### src/design/icache_pkg.sv
/*
 * instruction cache package
 * cache geometry, fsm state codes and the line type shared by the
 * tag store, data store and controller of the two-way icache
 */
`default_nettype none

package icache_pkg;

  // fetch interface widths
  localparam int ADDR_W         = 32;
  localparam int FETCH_W        = 32;

  // associativity
  localparam int NUM_WAYS       = 2;
  localparam int WAY_W          = 1;

  // sets and line geometry
  localparam int NUM_SETS       = 16;
  localparam int INDEX_W        = 4;
  localparam int OFFSET_W       = 4;
  localparam int WORDS_PER_LINE = 4;
  localparam int WORD_SEL_W     = 2;
  localparam int LINE_W         = WORDS_PER_LINE * FETCH_W;
  // tag is everything above index and offset
  localparam int TAG_W          = ADDR_W - INDEX_W - OFFSET_W;

  // controller fsm encoding
  localparam int STATE_W                = 2;
  localparam logic [STATE_W-1:0] ST_FLUSH = 2'd0;
  localparam logic [STATE_W-1:0] ST_IDLE  = 2'd1;
  localparam logic [STATE_W-1:0] ST_READ  = 2'd2;
  localparam logic [STATE_W-1:0] ST_MISS  = 2'd3;

  // one cache line, written flat on refill and read by fetch word
  // word 0 sits in the low bits
  typedef union packed {
    logic [LINE_W-1:0]                       flat;
    logic [WORDS_PER_LINE-1:0][FETCH_W-1:0]  word;
  } line_u;

endpackage

`default_nettype wire
### src/design/icache_ctrl.sv
/*
 * icache controller
 * flush / idle / read / miss fsm, request address latch, hit data
 * mux, line refill request and the write of the returned line
 */
`timescale 1ns/1ps
`default_nettype none

module icache_ctrl import icache_pkg::*; (
  input  logic                              clk_i,
  input  logic                              rst_ni,
  // fetch side
  input  logic                              flush_i,
  input  logic                              req_i,
  input  logic [ADDR_W-1:0]                 addr_i,
  output logic                              ready_o,
  output logic                              valid_o,
  output logic [FETCH_W-1:0]                data_o,
  output logic                              miss_o,
  // refill port
  output logic                              mem_req_o,
  output logic [ADDR_W-1:0]                 mem_addr_o,
  input  logic                              mem_ack_i,
  input  logic                              mem_rtrn_vld_i,
  input  line_u                             mem_rtrn_data_i,
  // store read side
  output logic                              rd_o,
  output logic [INDEX_W-1:0]                rd_index_o,
  output logic [TAG_W-1:0]                  cmp_tag_o,
  output logic [WORD_SEL_W-1:0]             word_sel_o,
  input  logic [NUM_WAYS-1:0]               hit_i,
  input  logic [WAY_W-1:0]                  victim_i,
  input  logic [NUM_WAYS-1:0][FETCH_W-1:0]  way_word_i,
  // store write side
  output logic                              wr_o,
  output logic [INDEX_W-1:0]                wr_index_o,
  output logic [WAY_W-1:0]                  wr_way_o,
  output logic [TAG_W-1:0]                  wr_tag_o,
  output line_u                             wr_line_o,
  // flush walk
  output logic                              flush_req_o,
  input  logic                              flush_done_i
);

  logic [STATE_W-1:0]  state_d, state_q;
  logic                flush_d, flush_q;
  // request in flight
  logic [ADDR_W-1:0]   addr_q;
  logic [WAY_W-1:0]    victim_q;
  logic [FETCH_W-1:0]  hit_word;

  //////////////////////////////////////////////////////////////////////////
  // address split
  //////////////////////////////////////////////////////////////////////////

  // lookup indexes the stores with the incoming address
  assign rd_index_o = addr_i[OFFSET_W+INDEX_W-1:OFFSET_W];
  assign word_sel_o = addr_i[OFFSET_W-1:OFFSET_W-WORD_SEL_W];

  // compare and refill use the latched address
  assign cmp_tag_o  = addr_q[ADDR_W-1:OFFSET_W+INDEX_W];
  assign wr_tag_o   = addr_q[ADDR_W-1:OFFSET_W+INDEX_W];
  assign wr_index_o = addr_q[OFFSET_W+INDEX_W-1:OFFSET_W];
  assign wr_way_o   = victim_q;
  assign wr_line_o  = mem_rtrn_data_i;

  // line address with the offset zeroed
  assign mem_addr_o = {addr_q[ADDR_W-1:OFFSET_W], {OFFSET_W{1'b0}}};

  // or of the way words gated by their hit bits
  always_comb begin
    hit_word = '0;
    for (int w = 0; w < NUM_WAYS; w++) begin
      hit_word = hit_word | ({FETCH_W{hit_i[w]}} & way_word_i[w]);
    end
  end

  // miss answers straight from the returned line
  assign data_o = (state_q == ST_MISS) ?
                  mem_rtrn_data_i.word[addr_q[OFFSET_W-1:OFFSET_W-WORD_SEL_W]] : hit_word;

  //////////////////////////////////////////////////////////////////////////
  // fsm
  //////////////////////////////////////////////////////////////////////////

  always_comb begin
    state_d     = state_q;
    // remember flush pulses until served
    flush_d     = flush_q | flush_i;
    ready_o     = 1'b0;
    valid_o     = 1'b0;
    miss_o      = 1'b0;
    mem_req_o   = 1'b0;
    rd_o        = 1'b0;
    wr_o        = 1'b0;
    flush_req_o = 1'b0;

    case (state_q)
      // clear all valid bits one set per cycle
      ST_FLUSH: begin
        flush_req_o = 1'b1;
        // nothing can be cached during the walk
        flush_d     = 1'b0;
        if (flush_done_i) begin
          state_d = ST_IDLE;
        end
      end
      // wait for a request
      ST_IDLE: begin
        if (flush_d) begin
          state_d = ST_FLUSH;
        end else begin
          ready_o = 1'b1;
          if (req_i) begin
            rd_o    = 1'b1;
            state_d = ST_READ;
          end
        end
      end
      // store outputs are valid here and either hit or request a refill
      ST_READ: begin
        if (|hit_i) begin
          valid_o = 1'b1;
          if (flush_d) begin
            state_d = ST_FLUSH;
          end else begin
            // overlap the next lookup with this answer
            ready_o = 1'b1;
            rd_o    = req_i;
            state_d = req_i ? ST_READ : ST_IDLE;
          end
        end else begin
          // hold the request until acknowledged
          mem_req_o = 1'b1;
          if (mem_ack_i) begin
            miss_o  = 1'b1;
            state_d = ST_MISS;
          end
        end
      end
      // wait for the line and then answer and write it in the same cycle
      ST_MISS: begin
        if (mem_rtrn_vld_i) begin
          valid_o = 1'b1;
          wr_o    = 1'b1;
          state_d = flush_d ? ST_FLUSH : ST_IDLE;
        end
      end
      default: begin
        state_d = ST_FLUSH;
      end
    endcase
  end

  // start with a flush since the arrays are unknown after reset
  always_ff @(posedge clk_i or negedge rst_ni) begin
    if (!rst_ni) begin
      state_q <= ST_FLUSH;
      flush_q <= 1'b0;
    end else begin
      state_q <= state_d;
      flush_q <= flush_d;
    end
  end

  always_ff @(posedge clk_i) begin
    if (rd_o) begin
      addr_q <= addr_i;
    end
    // victim is stable while the refill request waits
    if (miss_o) begin
      victim_q <= victim_i;
    end
  end

endmodule

`default_nettype wire

### config.mk
export PLATFORM = sky130hd
export DESIGN_NAME = icache_ctrl
export DESIGN_NICKNAME = d
export VERILOG_FILES = /design/src/design/icache_pkg.sv /design/src/design/icache_ctrl.sv
export SDC_FILE = /design/constraint.sdc
export NUM_CORES = 1
export LEC_CHECK = 0
export BUFFER_PORTS_ARGS = -buffer_cell sky130_fd_sc_hd__buf_2
export CORE_AREA = 10 10 181 183
export CTS_BUF_LIST = sky130_fd_sc_hd__clkbuf_4
export DETAILED_ROUTE_END_ITERATION = 8
export DIE_AREA = 0 0 191 193
export MAX_ROUTING_LAYER = met4
export PLACE_DENSITY = 0.54
export RECOVER_POWER = 50
export SETUP_SLACK_MARGIN = 0.1
export SKIP_LAST_GASP = 1
export SYNTH_ARGS = -nofsm -noshare
export SYNTH_HDL_FRONTEND = slang
export SYNTH_SLANG_ARGS = --single-unit
### constraint.sdc
create_clock -name clk_i -period 5.9 [get_ports clk_i]
set_input_delay 1.18 -clock clk_i [delete_from_list [all_inputs] [get_ports clk_i]]
set_output_delay 1.18 -clock clk_i [all_outputs]
set_load 0.02 [all_outputs]
# Word level (Yosys, flattened, before mapping)
# Cells that the tools add are included.
[word_totals]
reg_bits = 36
output_inout_bits = 258
word_cells = 51
[op_classes]
n_lt_le_gt_ge = 1
n_eq_ne = 7
muxes = 32
bitwise_logic = 4
reduce_logical = 3
[ops]
columns = ["cell", "n"]
rows = [
  ["bitwise AND 32 bit", 2],
  ["binary-select mux 32 bit (select 2 bit)", 1],
  ["2-to-1 mux 32 bit", 2],
  ["OR 32 bit", 1],
  ["2-to-1 mux 1 bit", 17],
  ["2-to-1 mux 2 bit", 8],
  ["one-hot mux 2 bit (4 select lines)", 1],
  ["inequality test 3 bit, second input constant", 2],
  ["one-hot mux 1 bit (2 select lines)", 3],
  ["equality test 2 bit, second input constant", 2],
  ["inequality test 2 bit, second input constant", 2],
  ["AND reduction 4 bit", 1],
  ["< comparator 2 x 3 -> 1 bit, second input constant", 1],
  ["equality test 2 x 1 -> 1 bit, second input constant", 1],
  ["logical NOT 2 bit", 1],
  ["OR reduction 2 bit", 1],
  ["OR 1 bit", 1],
]

# Logic depth before layout (Yosys ltp)
[depth]
word_depth = 4
mapped_depth = 5

# Worst setup path before layout
# OpenSTA, ideal clock, no wires.
[synth_timing]
path_type = "in2out"
startpoint = "input port hit_i[0]"
endpoint = "output port rd_o"
arrival_ns = 3.086
path_slack_ns = 1.634
cell_stages = 4
n_path_buf = 1
path_cell_list = "buf_2 > o21a_1 > o21ai_0 > nor2_1"
[synth_between]
elab_chain_len = 3
[synth_lines]
columns = ["element", "line_no", "text"]
rows = [
  ["from (decl)", "icache_ctrl.sv:31", "input logic [NUM_WAYS-1:0] hit_i,"],
  ["OR reduction 2 bit", "icache_ctrl.sv:122", "if (|hit_i) begin"],
  ["2-to-1 mux 1 bit", "icache_ctrl.sv:122", ""],
  ["one-hot mux 1 bit (2 select lines)", "icache_ctrl.sv:98", "case (state_q)"],
  ["to (decl)", "icache_ctrl.sv:27", "output logic rd_o,"],
]
# No other way between the ends.

# Worst setup path in the final report
[layout_timing]
startpoint = "input port hit_i[1]"
endpoint = "output port rd_o"
# The elaborated chain is that of the path after synthesis.

==> out/results.tsv <==
stage	metric	value	unit
global_route	GRT Total Usage	11.03	%
timing	fin crit share	68.78	%
yosys	mapped cell area	4259	sq um
routing	Residual DRC	0	
power	power per cell area	237.7	nW/um^2
global_route	initial antenna violation count	1	
routing	Initial DRT Pass Iterations	4	
job	Max-cap violations	0	
cells_and_area	most common cell after layout, fill and taps aside	buf_2	
worst_setup_path	Critical Path Start	hit_i[1]	
timing	Worst-Margin Slew	0.8047	ns
routing	via count	4140	
die	Total Die Area	36860	sq um
die	core area	29240	sq um
timing	Max Clk Rate	246.4	MHz
yosys	Netlist cell types	29	
outcome	outcome	complete, no violations	
power	P_leak	0.002414	uW
cells_and_area	cell area after layout	5343	sq um
worst_setup_path	worst reg2reg startpoint	state_q[0]	
worst_setup_path	worst path required time	4.72	ns
yosys	number of synthesized flops with an enable pin	31	
min_path	Hold Path Class	reg -> reg	
placement	Cell Area, Placed	5450	sq um
yosys	register area share after synthesis	23.62	%
power	Worst VDD drop	82.57	uV
routing	Via-to-Cell Ratio	3.809	
clock_network	Clock H-tree levels	2	
yosys	Post-Syn Instances	435	
cells_and_area	# diodes	0	
worst_setup_path	CP Class	in -> out	
worst_setup_path	Max FO, Critical Path	35	
routing	post-route ant nets	0	
worst_setup_path	endpoint class of the critical path	output pin	
cells_and_area	Layout area overhead	25.44	%
routing	Routed WL	22.57	mm
die	Die Ht	193	um
yosys	Main synth FF type	edfxtp_1	
placement	I/O Buffers	485	
yosys	Synth Register Bits	34	
placement	Post-DP HPWL	20.38	mm
min_path	worst min-delay path startpoint	flush_q	
clock_network	CTS buffer count	5	
die	Die Width	191	um
clock_network	clock sinks	34	
timing	Setup Viol. Count Final	0	
global_route	largest net degree at the start of global routing	36	
global_route	grt total ovfl	0	
routing	Iter 0 DRT Violations	202	
die	I/O Pins	492	
global_route	first-pass GRT wire length	29.51	mm
cells_and_area	most frequent cells in the layout	buf_2, clkbuf_1, a22oi_1, nand2_1	
worst_setup_path	Worst EP arrival	2.88	ns
clock_network	Clk pin slew, worst setup/hold paths	0.09	ns
power	total power	1270	uW
clock_network	Resized cells post-CTS	0	
timing	Max transition margin	46.35	%
timing	Slew Viols, Final	0	
clock_network	worst skew pair latency	0.33	ns
placement	placed cells	1079	
yosys	Async SR Flop Fraction	8.824	%
clock_network	TritonCTS clock tree	yes	
die	row count	63	
clock_network	Post-CTS Setup Inserts	0	
cells_and_area	share of layout cells above drive strength 1	57.82	%
cells_and_area	Nets	934	
yosys	Synth Warn #	0	
timing	Setup TNS	0	ns
die	starting density of the core	14.56	%
timing	RSZ-0062 raised after global routing	false	
placement	routability cong.	0.8930	
worst_setup_path	Critical Path Start Type	primary input	
yosys	Avg Inst Size Synth	9.791	sq um
clock_network	clk buf depth	2	
timing	min cycle time layout	4.058	ns
timing	Final Hold Fails	0	
routing	Wirelength per Cell	20.76	um
clock_network	clock root cell	clkbuf_4	
timing	Fin Clk Skew	0.01298	ns
global_route	number of global-route vias before repair	4538	
cells_and_area	Non-Filler Instances	1087	
clock_network	number of hold buffers added after cts	0	
[worst max-delay path, stage by stage]
cell and delay, ns:
buf_2 0.59, o21a_1 0.22, o21ai_0 0.13, nor2_2 0.13
buf_4 0.36, buf_2 0.25
[cell families after synthesis]
| logic type | share of synthesized area (%) |
|---|---|
| buffers and inverters | 42.19 |
| adder cells (fa/ha/maj) | 1.175 |
| multiplexers | 17.24 |
| AO/OA/AOI/OAI | 10.58 |
| other | 0.08805 |
| flip-flops | 23.62 |
| AND/OR/NAND/NOR | 5.112 |
[state kept, by name, summed over array words and instances (netlist names)]
| name | cells |
|---|---|
| addr_q | 30 |
| state_q | 2 |
| flush_q | 1 |
| wr_way_o | 1 |
[synthesized netlist by cell type, types with 2 or more instances]
| library cell | instances | area share [%] |
|---|---|---|
| nand2_1 | 33 | 2.9 |
| nor4b_1 | 2 | 0.41 |
| and2_1 | 2 | 0.29 |
| edfxtp_1 | 31 | 22 |
| clkbuf_1 | 10 | 0.88 |
| ha_1 | 4 | 1.2 |
| a22oi_1 | 33 | 5.8 |
| o21ai_1 | 30 | 3.5 |
| inv_1 | 3 | 0.26 |
| buf_4 | 218 | 38 |
| nor2_1 | 4 | 0.35 |
| nor3_1 | 2 | 0.24 |
| buf_12 | 3 | 1.4 |
| buf_2 | 8 | 0.94 |
| o21ai_0 | 4 | 0.47 |
| mux4_2 | 31 | 16 |
| nor2b_1 | 3 | 0.44 |
| dfrtp_1 | 3 | 1.8 |
[layout make-up]
class	instances	area (sq um)
inverter	3	11.26
tap	390	488.0
timing repair buffer	491	2311
clock inverter	3	16.27
sequential	34	1006
fill	3368	23900
clock buffer	5	37.54
multi-input combinational	161	1473
[through the flow]
step | worst slack, ns | utilization (%) | hold WS [ns]
2_1_floorplan | 1.634 | - | 0.5267
3_3_place_gp | 1.790 | 18.64 | 0.5773
3_5_place_dp | 1.792 | 18.64 | 0.5930
4_1_cts | 1.790 | 18.82 | 0.5894
5_1_grt | 1.687 | 18.27 | 0.5998
6_report | 1.842 | 18.27 | 0.6074
[report_power, final]
part / internal, uW / switching (uW) / leakage (uW)
combinational: 280 / 536 / 0.00207
sequential: 303 / 27.2 / 0.000318
clock: 44.3 / 79.0 / 0.0000286
total: 628 / 642 / 0.00241
[routing by layer]
layer  vias up  wire length [um]  global-route usage [%]
li1       1838                 -                       -
met1      1980              8429                   12.05
met2       304             11800                   20.05
met3        18              1977                   2.518
met4         0               360                   2.271
met5         -                 0                       -
[path summary, 6_finish.rpt]
path	endpoint	slack, ns	cells past startpoint
worst max-delay path	rd_o	1.84	6
worst min-delay path	flush_q	0.61	2
worst max register to register	addr_q[17]	4.00	6
worst min register to register	flush_q	0.61	2
max in group asynchronous	flush_q	5.10	1
min in group asynchronous	state_q[1]	0.63	1
Note: power is estimated with default switching activity, not from simulation.
