`src/design/icache_pkg.sv`:
```
/*
 * instruction cache package
 * cache geometry, fsm state codes and the line type shared by the
 * tag store, data store and controller of the two-way icache
 */
`default_nettype none

package icache_pkg;

  // fetch interface widths
  localparam int ADDR_W         = 32;
  localparam int FETCH_W        = 32;

  // associativity
  localparam int NUM_WAYS       = 2;
  localparam int WAY_W          = 1;

  // sets and line geometry
  localparam int NUM_SETS       = 16;
  localparam int INDEX_W        = 4;
  localparam int OFFSET_W       = 4;
  localparam int WORDS_PER_LINE = 4;
  localparam int WORD_SEL_W     = 2;
  localparam int LINE_W         = WORDS_PER_LINE * FETCH_W;
  // tag is everything above index and offset
  localparam int TAG_W          = ADDR_W - INDEX_W - OFFSET_W;

  // controller fsm encoding
  localparam int STATE_W                = 2;
  localparam logic [STATE_W-1:0] ST_FLUSH = 2'd0;
  localparam logic [STATE_W-1:0] ST_IDLE  = 2'd1;
  localparam logic [STATE_W-1:0] ST_READ  = 2'd2;
  localparam logic [STATE_W-1:0] ST_MISS  = 2'd3;

  // one cache line, written flat on refill and read by fetch word
  // word 0 sits in the low bits
  typedef union packed {
    logic [LINE_W-1:0]                       flat;
    logic [WORDS_PER_LINE-1:0][FETCH_W-1:0]  word;
  } line_u;

endpackage

`default_nettype wire
```
`src/design/icache_tag_store.sv`:
```
/*
 * icache tag store
 * tag and valid arrays per way, registered read with tag compare,
 * victim choice (first invalid way, else per-set round robin) and
 * the flush walk that clears one set per cycle
 */
`timescale 1ns/1ps
`default_nettype none

module icache_tag_store import icache_pkg::*; (
  input  logic                clk_i,
  input  logic                rst_ni,
  // lookup
  input  logic                rd_i,
  input  logic [INDEX_W-1:0]  rd_index_i,
  input  logic [TAG_W-1:0]    cmp_tag_i,
  // refill write
  input  logic                wr_i,
  input  logic [INDEX_W-1:0]  wr_index_i,
  input  logic [WAY_W-1:0]    wr_way_i,
  input  logic [TAG_W-1:0]    wr_tag_i,
  // flush walk
  input  logic                flush_req_i,
  // results
  output logic [NUM_WAYS-1:0] hit_o,
  output logic [WAY_W-1:0]    victim_o,
  output logic                flush_done_o
);

  // tag and valid arrays that the flush walk clears
  logic [TAG_W-1:0]     tag_mem   [NUM_WAYS][NUM_SETS];
  logic [NUM_WAYS-1:0]  valid_mem [NUM_SETS];

  // registered read port
  logic [TAG_W-1:0]     tag_rd_q  [NUM_WAYS];
  logic [NUM_WAYS-1:0]  vld_rd_q;
  logic [INDEX_W-1:0]   rd_index_q;

  // replacement and flush state
  logic [NUM_SETS-1:0]  rr_q;
  logic [INDEX_W-1:0]   flush_cnt_q;
  logic                 wr_set_full;
  logic [WAY_W-1:0]     inv_way;

  //////////////////////////////////////////////////////////////////////////
  // arrays and read register
  //////////////////////////////////////////////////////////////////////////

  always_ff @(posedge clk_i) begin
    // flush takes priority over a refill write
    if (flush_req_i) begin
      valid_mem[flush_cnt_q] <= '0;
    end else if (wr_i) begin
      valid_mem[wr_index_i][wr_way_i] <= 1'b1;
      tag_mem[wr_way_i][wr_index_i]   <= wr_tag_i;
    end
    // all ways of the set are read in parallel
    if (rd_i) begin
      for (int w = 0; w < NUM_WAYS; w++) begin
        tag_rd_q[w] <= tag_mem[w][rd_index_i];
      end
      vld_rd_q   <= valid_mem[rd_index_i];
      rd_index_q <= rd_index_i;
    end
  end

  // compare against the tag of the request in flight
  for (genvar w = 0; w < NUM_WAYS; w++) begin : gen_cmp
    assign hit_o[w] = vld_rd_q[w] & (tag_rd_q[w] == cmp_tag_i);
  end

  //////////////////////////////////////////////////////////////////////////
  // victim choice
  //////////////////////////////////////////////////////////////////////////

  // lowest invalid way of the set just read
  always_comb begin
    inv_way = '0;
    for (int w = NUM_WAYS - 1; w >= 0; w--) begin
      if (!vld_rd_q[w]) begin
        inv_way = WAY_W'(w);
      end
    end
  end

  // round robin only once every way holds a line
  assign victim_o = (&vld_rd_q) ? WAY_W'(rr_q[rd_index_q]) : inv_way;

  // eviction of a valid line advances that set's pointer
  assign wr_set_full = &valid_mem[wr_index_i];

  always_ff @(posedge clk_i or negedge rst_ni) begin
    if (!rst_ni) begin
      rr_q        <= '0;
      flush_cnt_q <= '0;
    end else begin
      if (wr_i && wr_set_full) begin
        rr_q[wr_index_i] <= ~rr_q[wr_index_i];
      end
      // counter wraps to zero after the last set
      if (flush_req_i) begin
        flush_cnt_q <= flush_cnt_q + 1'b1;
      end
    end
  end

  // last set is being cleared in this cycle
  assign flush_done_o = flush_req_i & (flush_cnt_q == INDEX_W'(NUM_SETS - 1));

endmodule

`default_nettype wire

```
`config.mk`:
```
export PLATFORM = sky130hd
export DESIGN_NAME = icache_tag_store
export DESIGN_NICKNAME = d
export VERILOG_FILES = /design/src/design/icache_pkg.sv /design/src/design/icache_tag_store.sv
export SDC_FILE = /design/constraint.sdc
export NUM_CORES = 1
export LEC_CHECK = 0
export ABC_AREA = 1
export ABC_CLOCK_PERIOD_IN_PS = 1800
export BUFFER_PORTS_ARGS = -buffer_cell sky130_fd_sc_hd__buf_2
export CELL_PAD_IN_SITES_DETAIL_PLACEMENT = 1
export CELL_PAD_IN_SITES_GLOBAL_PLACEMENT = 1
export CORE_UTILIZATION = 40
export DETAILED_ROUTE_END_ITERATION = 16
export PLACE_DENSITY_LB_ADDON = 0.3
export SKIP_LAST_GASP = 1
export SYNTH_ARGS = -nofsm -noshare
export SYNTH_HDL_FRONTEND = slang
export SYNTH_SLANG_ARGS = --single-unit
```
`constraint.sdc`:
```
create_clock -name clk_i -period 1.8 [get_ports clk_i]
set_input_delay 0.09 -clock clk_i [delete_from_list [all_inputs] [get_ports clk_i]]
set_output_delay 0.09 -clock clk_i [all_outputs]
set_load 0.01 [all_outputs]
```
# After elaboration in Yosys (flattened, before gate mapping)
# Memory sizes are Yosys's and may differ from the RTL's. A register that Yosys moved wholly into a read port is not among the register bits.
# Index checks and enable logic that the tools add are counted.
[word_totals]
n_memories = 3
ff_bits = 24
elab_cells = 62
inputBits = 62
output_inout_bits = 4
ram_bits = 848
[op_classes]
addsub = 1
magnitude_cmp = 8
n_reduce_logical = 7
n_eq_ne = 3
bitwise_logic = 6
muxes = 31
[mem_list]
columns = ["memory", "words", "word_bits", "read_ports", "rd_ports_with_merged_regs", "wr", "line_no", "rtl"]
rows = [
  ["tag_mem", 2, 384, 2, 0, 1, "icache_tag_store.sv:31", "logic [TAG_W-1:0] tag_mem [NUM_WAYS][NUM_SETS];"],
  ["tag_rd_q", 2, 24, 2, 0, 2, "icache_tag_store.sv:35", "logic [TAG_W-1:0] tag_rd_q [NUM_WAYS];"],
  ["valid_mem", 16, 2, 2, 1, 1, "icache_tag_store.sv:32", "logic [NUM_WAYS-1:0] valid_mem [NUM_SETS];"],
]
[op_table]
columns = ["cell", "n"]
rows = [
  ["$mux 384", 1],
  ["$bmux 24 s4", 2],
  ["$mux 24", 5],
  ["$demux 24 s4", 1],
  ["$eq 24x24->1", 2],
  ["$bwmux 16", 1],
  ["$mux 1", 13],
  ["$ge 5x5->1 const B", 2],
  ["$lt 4x5->1 const B", 2],
  ["$not 4->5", 2],
  ["$bmux 1 s4", 2],
  ["$mux 2", 3],
  ["$lt 5x1->1 const B", 1],
  ["$add 4x1->4 const B", 1],
  ["$demux 1 s4", 1],
  ["$eq 4x4->1 const B", 1],
  ["$ge 4x1->1 const B", 1],
  ["$logic_and 1x1->1", 4],
  ["$mux 4", 1],
  ["$reduce_and 2->1", 2],
  ["$and 1x1->1", 3],
  ["$lt 1x2->1 const B", 1],
  ["$reduce_or 2->1", 1],
  ["$demux 1 s1", 1],
  ["other kinds (2)", 2],
]

# Logic depth before layout (Yosys ltp)
# Gate-level depths: netlist of the first run.
[logic_depth]
depth_word = 7
mapped_depth = 14

# Worst setup path after synthesis of the first run
# No wires, ideal clock.
[synth_timing]
path_type = "input to register"
start = "input flush_req_i"
end = "memory tag_mem[0][144] in the netlist's numbering (enable)"
stages = 7
slack_ns = -0.857
n_path_buf = 2
required_ns = 1.395
arrival_ns = 2.253
cell_sequence = "buf_2 > nor2_4 > inv_2 > nor2_1 > inv_1 > clkbuf_1 > nor2_1"
[synth_between]
elab_chain_cells = 2
[synth_rtl]
columns = ["item", "line_no", "rtl"]
rows = [
  ["start: declaration", "icache_tag_store.sv:23", "input logic flush_req_i,"],
  ["$mux 1", "icache_tag_store.sv:51", "if (flush_req_i) begin"],
  ["$mux 384 (implied by the code)", "icache_tag_store.sv:55", "tag_mem[wr_way_i][wr_index_i] <= wr_tag_i;"],
  ["end: declaration", "icache_tag_store.sv:31", ""],
]
# No other way between the ends.

==> results.py, run 1 <==
metrics = {
    "place": {
        "globalplace.congestion": 0.861,
        "dp_cells": 3949,
        "port_buffers": 65,
        "place_ws_ns": -0.123,
        "dp_hpwl_mm": 68.7,
    },
    "timing": {
        "rsz0062_at_grt": "yes",
        "timing.slew.headroom_pct": 32.2,
        "finalHoldViolations": 0,
        "finClkSkew_ns": 0.0263,
        "period_needed_ns": 2.12,
        "fmax_mhz": 471,
        "setup-tns-final_ns": -0.864,
        "slew_viol_final": 0,
        "tightestPinTransition_ns": 1.01,
        "min_period_over_period_pct": 118,
        "layout_setup_ws_ns": -0.323,
        "setup_viol": 3,
    },
    "synthesis": {
        "synth_edf_count": 854,
        "synthFlopType": "edfxtp_1",
        "ys_ff_latch": 874,
        "syn_inst": 2713,
        "synth_cell_types": 34,
        "synth_area_per_cell_um2": 12.9,
        "synth_warnings": 0,
        "synth-seq-area-share_pct": 74.4,
        "syn_area_um2": 35100,
        "synthArstFlopShare_pct": 2.29,
        "synth_fp_nets": 2776,
    },
    "critical_path": {
        "path_class": "reg2out",
        "start_kind": "flip-flop",
        "cp_top_family": "simple AND/OR/NAND/NOR gates",
        "cp_num_buf_inv": 1,
        "critPathArrivalTime_ns": 2.03,
        "worstRegToRegCells": 7,
        "cp_cell_sequence": "or2_4 -> a221oi_2 -> nand3_1 -> nor2_2 -> buf_2",
        "crit_path_end_kind": "output port",
        "crit_required_ns": 1.71,
        "crit_path_max_incr_delay_ns": 0.42,
        "critPathSlowestCell": "edfxtp_1",
        "cp_num_cells": 5,
        "cp_max_fo": 2,
    },
    "detailed_routing": {
        "avgRoutedWirePerCell_um": 26.7,
        "drtPass1Iterations": 5,
        "postRouteAntennaNets": 0,
        "drtIter0Drc": 2261,
        "drc_errors": 0,
        "finalWirelength_mm": 110,
        "vias_per_cell": 5.85,
        "route.vias.total": 24200,
    },
    "worst_hold_path": {
        "min_path_cells": 3,
        "hp-class": "in2reg",
    },
    "pwr": {
        "ir_drop_uv": 644,
        "power_density_nw_per_um2": 1070,
        "leakage_uw": 0.0139,
    },
    "cells_and_area": {
        "layout_commonest_cell": "edfxtp_1",
        "final_cell_mix": "edfxtp_1 (854), nor2_1 (498), o21ai_0 (412)",
        "drive_above_1_share_pct": 15.8,
        "nNetsFinal": 2969,
        "stdcell_count": 4133,
        "syn_to_final_growth_pct": 19.2,
    },
    "floorplan": {
        "fp.coreArea_um2": 86900,
        "boundaryPins": 66,
        "rows": 108,
        "die_area_um2": 89000,
        "initial_core_util_pct": 40.4,
        "chipWidth_um": 298,
        "dieHeight_um": 298,
    },
    "clock_tree": {
        "cts_inserted_buffers": 90,
        "worst_skew_pair.late_latency_ns": 0.67,
        "cts_tree": "built",
        "cts.reportedPaths.clkPinSlew_ns": 0.06,
        "cts-root-buf": "clkbuf_16",
        "cts_buffer_depth": 3,
        "h-tree-depth": 3,
        "clock-sinks": 874,
    },
    "global_route": {
        "grt_use_total_pct": 24.7,
        "grt_pass1_wl_mm": 164,
        "antenna_found_initial": 5,
        "grt_max_degree": 71,
        "gr-total-overflow": 0,
        "grt_pass1_vias": 25300,
    },
    "run_status": {
        "outcome": "finished, violations left",
        "violations": "negative setup slack",
    },
    "run": {
        "maxCapViolCount": 0,
    },
}
-- where the power goes --
part / switching (µW) / leakage (µW) / internal [µW] / total, µW
logic: 2570 / 0.00459 / 1180 / 3740
registers: 252 / 0.00800 / 22800 / 23000
clock network: 7880 / 0.00134 / 9960 / 17800
total: 10700 / 0.0139 / 33900 / 44600
-- synth_stat cells (2+ instances only) --
cell type | count | area, µm²
nor2_2 | 2 | 12.5
clkbuf_1 | 122 | 458
inv_2 | 5 | 18.8
buf_1 | 8 | 30.0
nand2_1 | 221 | 830
nor2_4 | 2 | 22.5
nor4_1 | 3 | 18.8
dfrtp_1 | 20 | 500
or2_2 | 7 | 43.8
nand4_1 | 23 | 144
xor2_1 | 11 | 96.3
o21ai_0 | 418 | 2090
nor2_1 | 536 | 2010
a22o_1 | 3 | 26.3
nand2_2 | 3 | 18.8
o21ai_1 | 6 | 30.0
o221ai_1 | 160 | 1400
o22ai_1 | 52 | 325
a21oi_1 | 2 | 10.0
buf_2 | 43 | 215
buf_4 | 7 | 52.6
xnor2_1 | 3 | 26.3
o21bai_1 | 4 | 30.0
edfxtp_1 | 854 | 25600
o211ai_1 | 44 | 330
a211oi_1 | 2 | 15.0
nand3_1 | 79 | 395
a221oi_1 | 4 | 35.0
inv_1 | 64 | 240
-- cells by family (layout without fill, tap and decap cells) --
logic type	count (synthesis)	count (layout)	share of synthesized area (%)
simple gates	878	878	10.0
flops	874	874	74.4
compound gates	695	695	12.2
buf+inv	250	512	2.92
xor+xnor	14	14	0.349
fa+ha+maj	1	1	0.0356
mux	1	1	0.0321
other cells	0	3	0
-- state kept, by name, indices dropped and copies added (netlist names) --
name         flops
flush_cnt_q      4
rd_index_q       4
rr_q            16
tag_mem        768
tag_rd_q        48
valid_mem       32
vld_rd_q         2
-- tightest hold or removal path, stage by stage --
cell	delay (ns)
buf_2	0.10
a21oi_2	0.19
nor2_1	0.15
-- final timing paths --
check / to / slack (ns) / startpoint
worst max-delay path: hit_o[1] / -0.32 / tag_rd_q[0][30]
worst min-delay path: valid_mem[9][1] / 0.007 / wr_i
worst max register to register: valid_mem[3][1] / 0.13 / flush_cnt_q[3]
worst min register to register: rr_q[4] / 0.50 / rr_q[4]
max in group asynchronous: rr_q[15] / 0.48 / rst_ni
min in group asynchronous: rr_q[7] / 0.69 / rst_ni
-- stage by stage --
step | hold slack, ns | total power, µW | utilization, % | instance area (µm²)
floorplan | -0.206 | 25100 | - | 35400
global placement | 0.0773 | 26800 | 44.7 | 38800
detailed placement | 0.0860 | 27000 | 44.7 | 38800
CTS | 0.000767 | 44800 | 48.1 | 41800
global route | 0.0257 | 45800 | 48.2 | 41900
finish | 0.00710 | 44600 | 48.2 | 41900
-- cell type report --
type	count	area, µm²
clock inverter	56	429
antenna	3	7.51
inverter	69	277
fill	8709	45000
sequential	874	26100
clock buffer	105	2330
tap	1155	1450
timing repair buffer	282	2950
multi-input combinational	1589	8280
-- what timing repair did --
| item | 4_1_cts | 5_1_grt |
|---|---|---|
| hold endpoints to repair | 56 | 0 |
| pin swaps | 13 | 17 |
| hold buffers | 10 | 0 |
| setup buffers | 6 | 4 |
| setup endpoints to repair | 4 | 21 |
| gates resized for setup | 16 | 11 |
| gates cloned | 0 | 0 |
-- layer usage --
metal / up-vias / part of all wire (%) / GRT usage, %
met3: 169 / 7.0 / 4.06
li1: 10500 / - / -
met1: 12600 / 43 / 34.0
met4: 8 / 2.5 / 7.68
met5: - / 0.044 / 0
met2: 872 / 48 / 40.2
(Power assumes the default switching activity.)
==> inputs of run 2 (changes only) <==
Settings changed: CORE_UTILIZATION 40 to 52.
==> run 2 against run 1 <==
Effect of this change: the run still ends with negative setup slack left; routed wire length rose by 2.3%; first-iteration DRC count rose by 30%; die area fell by 23%; sequential share of layout area rose by 1.0 points; setup slack got worse by 0.26 ns; clock-buffer cell count rose by 6; critical endpoint unchanged; highest routed layer unchanged.
==> results.py, run 2 (synthesis gave the netlist of run 1 again) <==
metrics = {
    "clock_tree": {
        "cts.reportedPaths.clkPinSlew_ns": 0.07,
        "h-tree-depth": 3,
        "cts_tree": "built",
        "clock-sinks": 874,
        "cts_buffer_depth": 3,
        "worst_skew_pair.late_latency_ns": 0.67,
        "cts-root-buf": "clkbuf_16",
        "cts_inserted_buffers": 90,
    },
    "pwr": {
        "switching_share_pct": 24.3,
        "power.total_uw": 45100,
        "power_density_nw_per_um2": 1100,
        "p_clk_share_pct": 41.1,
        "combPwrFrac_pct": 7.9,
        "ir_drop_uv": 736,
        "p_int_uw": 34200,
        "leakage_uw": 0.0137,
        "p_sw_uw": 11000,
        "pwr-share-seq_pct": 51.0,
    },
    "detailed_routing": {
        "drc_errors": 0,
        "drtPass1Iterations": 6,
        "postRouteAntennaNets": 0,
        "drtIter0Drc": 2949,
        "vias_per_cell": 6.55,
        "route.vias.total": 24800,
        "avgRoutedWirePerCell_um": 29.8,
        "finalWirelength_mm": 113,
    },
    "place": {
        "dp_hpwl_mm": 67.2,
        "port_buffers": 65,
        "globalplace.congestion": 0.913,
    },
    "timing": {
        "finalHoldViolations": 0,
        "rsz0062_at_grt": "yes",
        "period_needed_ns": 2.38,
        "finClkSkew_ns": 0.0350,
        "slew_viol_final": 0,
        "fmax_mhz": 419,
        "min_period_over_period_pct": 132,
        "setup_viol": 3,
        "layout_setup_ws_ns": -0.584,
        "timing.slew.headroom_pct": 17.0,
        "tightestPinTransition_ns": 1.24,
    },
    "critical_path": {
        "crit_path_end_kind": "output port",
        "path_class": "reg2out",
        "timing.rr.end": "valid_mem[10][0]",
        "reg2reg_slack_ns": 0.07,
        "critPathArrivalTime_ns": 2.29,
        "start_kind": "flip-flop",
        "cp_max_fo": 2,
        "r2r_start": "flush_cnt_q[0]",
        "crit_required_ns": 1.71,
        "startpoint": "tag_rd_q[0][30]",
        "crit_end": "hit_o[1]",
        "worstRegToRegCells": 6,
    },
    "floorplan": {
        "dieHeight_um": 262,
        "boundaryPins": 66,
        "initial_core_util_pct": 53.0,
        "die_area_um2": 68600,
        "fp.coreArea_um2": 66300,
        "chipWidth_um": 262,
        "rows": 94,
    },
    "global_route": {
        "grt_max_degree": 101,
        "grt_pass1_vias": 26100,
        "antenna_found_initial": 5,
        "grt_use_total_pct": 33.2,
        "grt_pass1_wl_mm": 166,
        "gr-total-overflow": 0,
    },
    "cells_and_area": {
        "regArea_um2": 26100,
        "fill_cells": 6286,
        "multiInputGateArea_um2": 8330,
        "reg_top3": "tag_mem x768, tag_rd_q x48, valid_mem x32",
        "largest_reg_flops": 768,
        "drive_above_1_share_pct": 14.4,
        "nNetsFinal": 2914,
        "syn_to_final_growth_pct": 17.3,
        "final_core_util_pct": 62.1,
        "largest-register": "tag_mem",
        "layout_commonest_cell": "edfxtp_1",
        "final_cell_mix": "edfxtp_1 (854), nor2_1 (499), o21ai_0 (411)",
    },
    "worst_hold_path": {
        "hp-class": "in2reg",
    },
    "run_status": {
        "violations": "negative setup slack",
        "outcome": "finished, violations left",
    },
    "run": {
        "maxCapViolCount": 0,
    },
}
run 2: cell types whose count changed in the layout (fill, tap and decap cells not counted), sizes merged:
cell and delta:
dlygate4sd3 +5, bufinv +2, clkbuf +6, clkinvlp +3, clkinv -6, buf -60
diode -2
run 2: power by group through the flow:
stage               Sequential, µW  Clock [µW]  Combinational, µW
floorplan                    23300           0               1790
global placement             23400           0               3090
detailed placement           23500           0               3300
CTS                          23000       18600               3450
global route                 23100       19200               3820
finish                       23000       18500               3560
run 2: area by class of cell:
type / count / share of cell area, %
timing repair buffer: 227 / 5.98
multi-input combinational: 1589 / 20.2
sequential: 874 / 63.5
clock inverter: 55 / 1.33
tap: 864 / 2.62
antenna: 1 / 0.00608
clock buffer: 111 / 5.68
inverter: 69 / 0.677
run 2: how the worst min path moves through the flow:
stage | from | end | slack, ns | depth (start not counted)
3_3_place_gp | rst_ni | flush_cnt_q[2] | 0.08 | 1
4_1_cts | wr_tag_i[17] | tag_mem[0][329] | 0.005 | 1
6_report | wr_tag_i[6] | tag_mem[0][102] | 0.01 | 1
3_5_place_dp | rst_ni | flush_cnt_q[2] | 0.08 | 1
2_1_floorplan | rst_ni | flush_cnt_q[0] | -0.21 | 0
5_1_grt | wr_tag_i[9] | tag_mem[0][345] | 0.02 | 1
run 2: routing by layer:
| metal | global-route usage [%] | routed length, µm | up-vias |
|---|---|---|---|
| li1 | - | - | 10400 |
| met1 | 43.0 | 43500 | 12700 |
| met2 | 55.5 | 55600 | 1365 |
| met3 | 5.31 | 9050 | 307 |
| met4 | 14.3 | 4610 | 2 |
| met5 | 0 | 12 | - |
run 2: timing repair:
item	4_1_cts	5_1_grt
setup buffers	7	4
pin swaps	7	12
hold buffers	15	0
endpoints found under the setup margin	6	22
resized for setup	19	15
hold endpoints to repair	209	0
run 2: critical path, stage by stage (launching register included):
cell and delay [ns]:
edfxtp_1 0.43, or2_4 0.27, a221oi_4 0.31, nand3_1 0.18
nor2_2 0.18, buf_6 0.14, buf_2 0.13
run 2: per-stage QoR:
stage / cell area (µm²) / setup WS [ns] / std cells / TNS [ns] / hold WS [ns]
global route: 41200 / -0.602 / 3790 / -1.74 / 0.0241
finish: 41200 / -0.584 / 3790 / -1.27 / 0.0116
global placement: 37900 / -0.0940 / 3597 / -1.72 / 0.0751
CTS: 41100 / -0.576 / 3785 / -1.24 / 0.00493
detailed placement: 37900 / -0.160 / 3597 / -3.22 / 0.0823
floorplan: 35400 / -0.119 / 2713 / -48.72 / -0.206
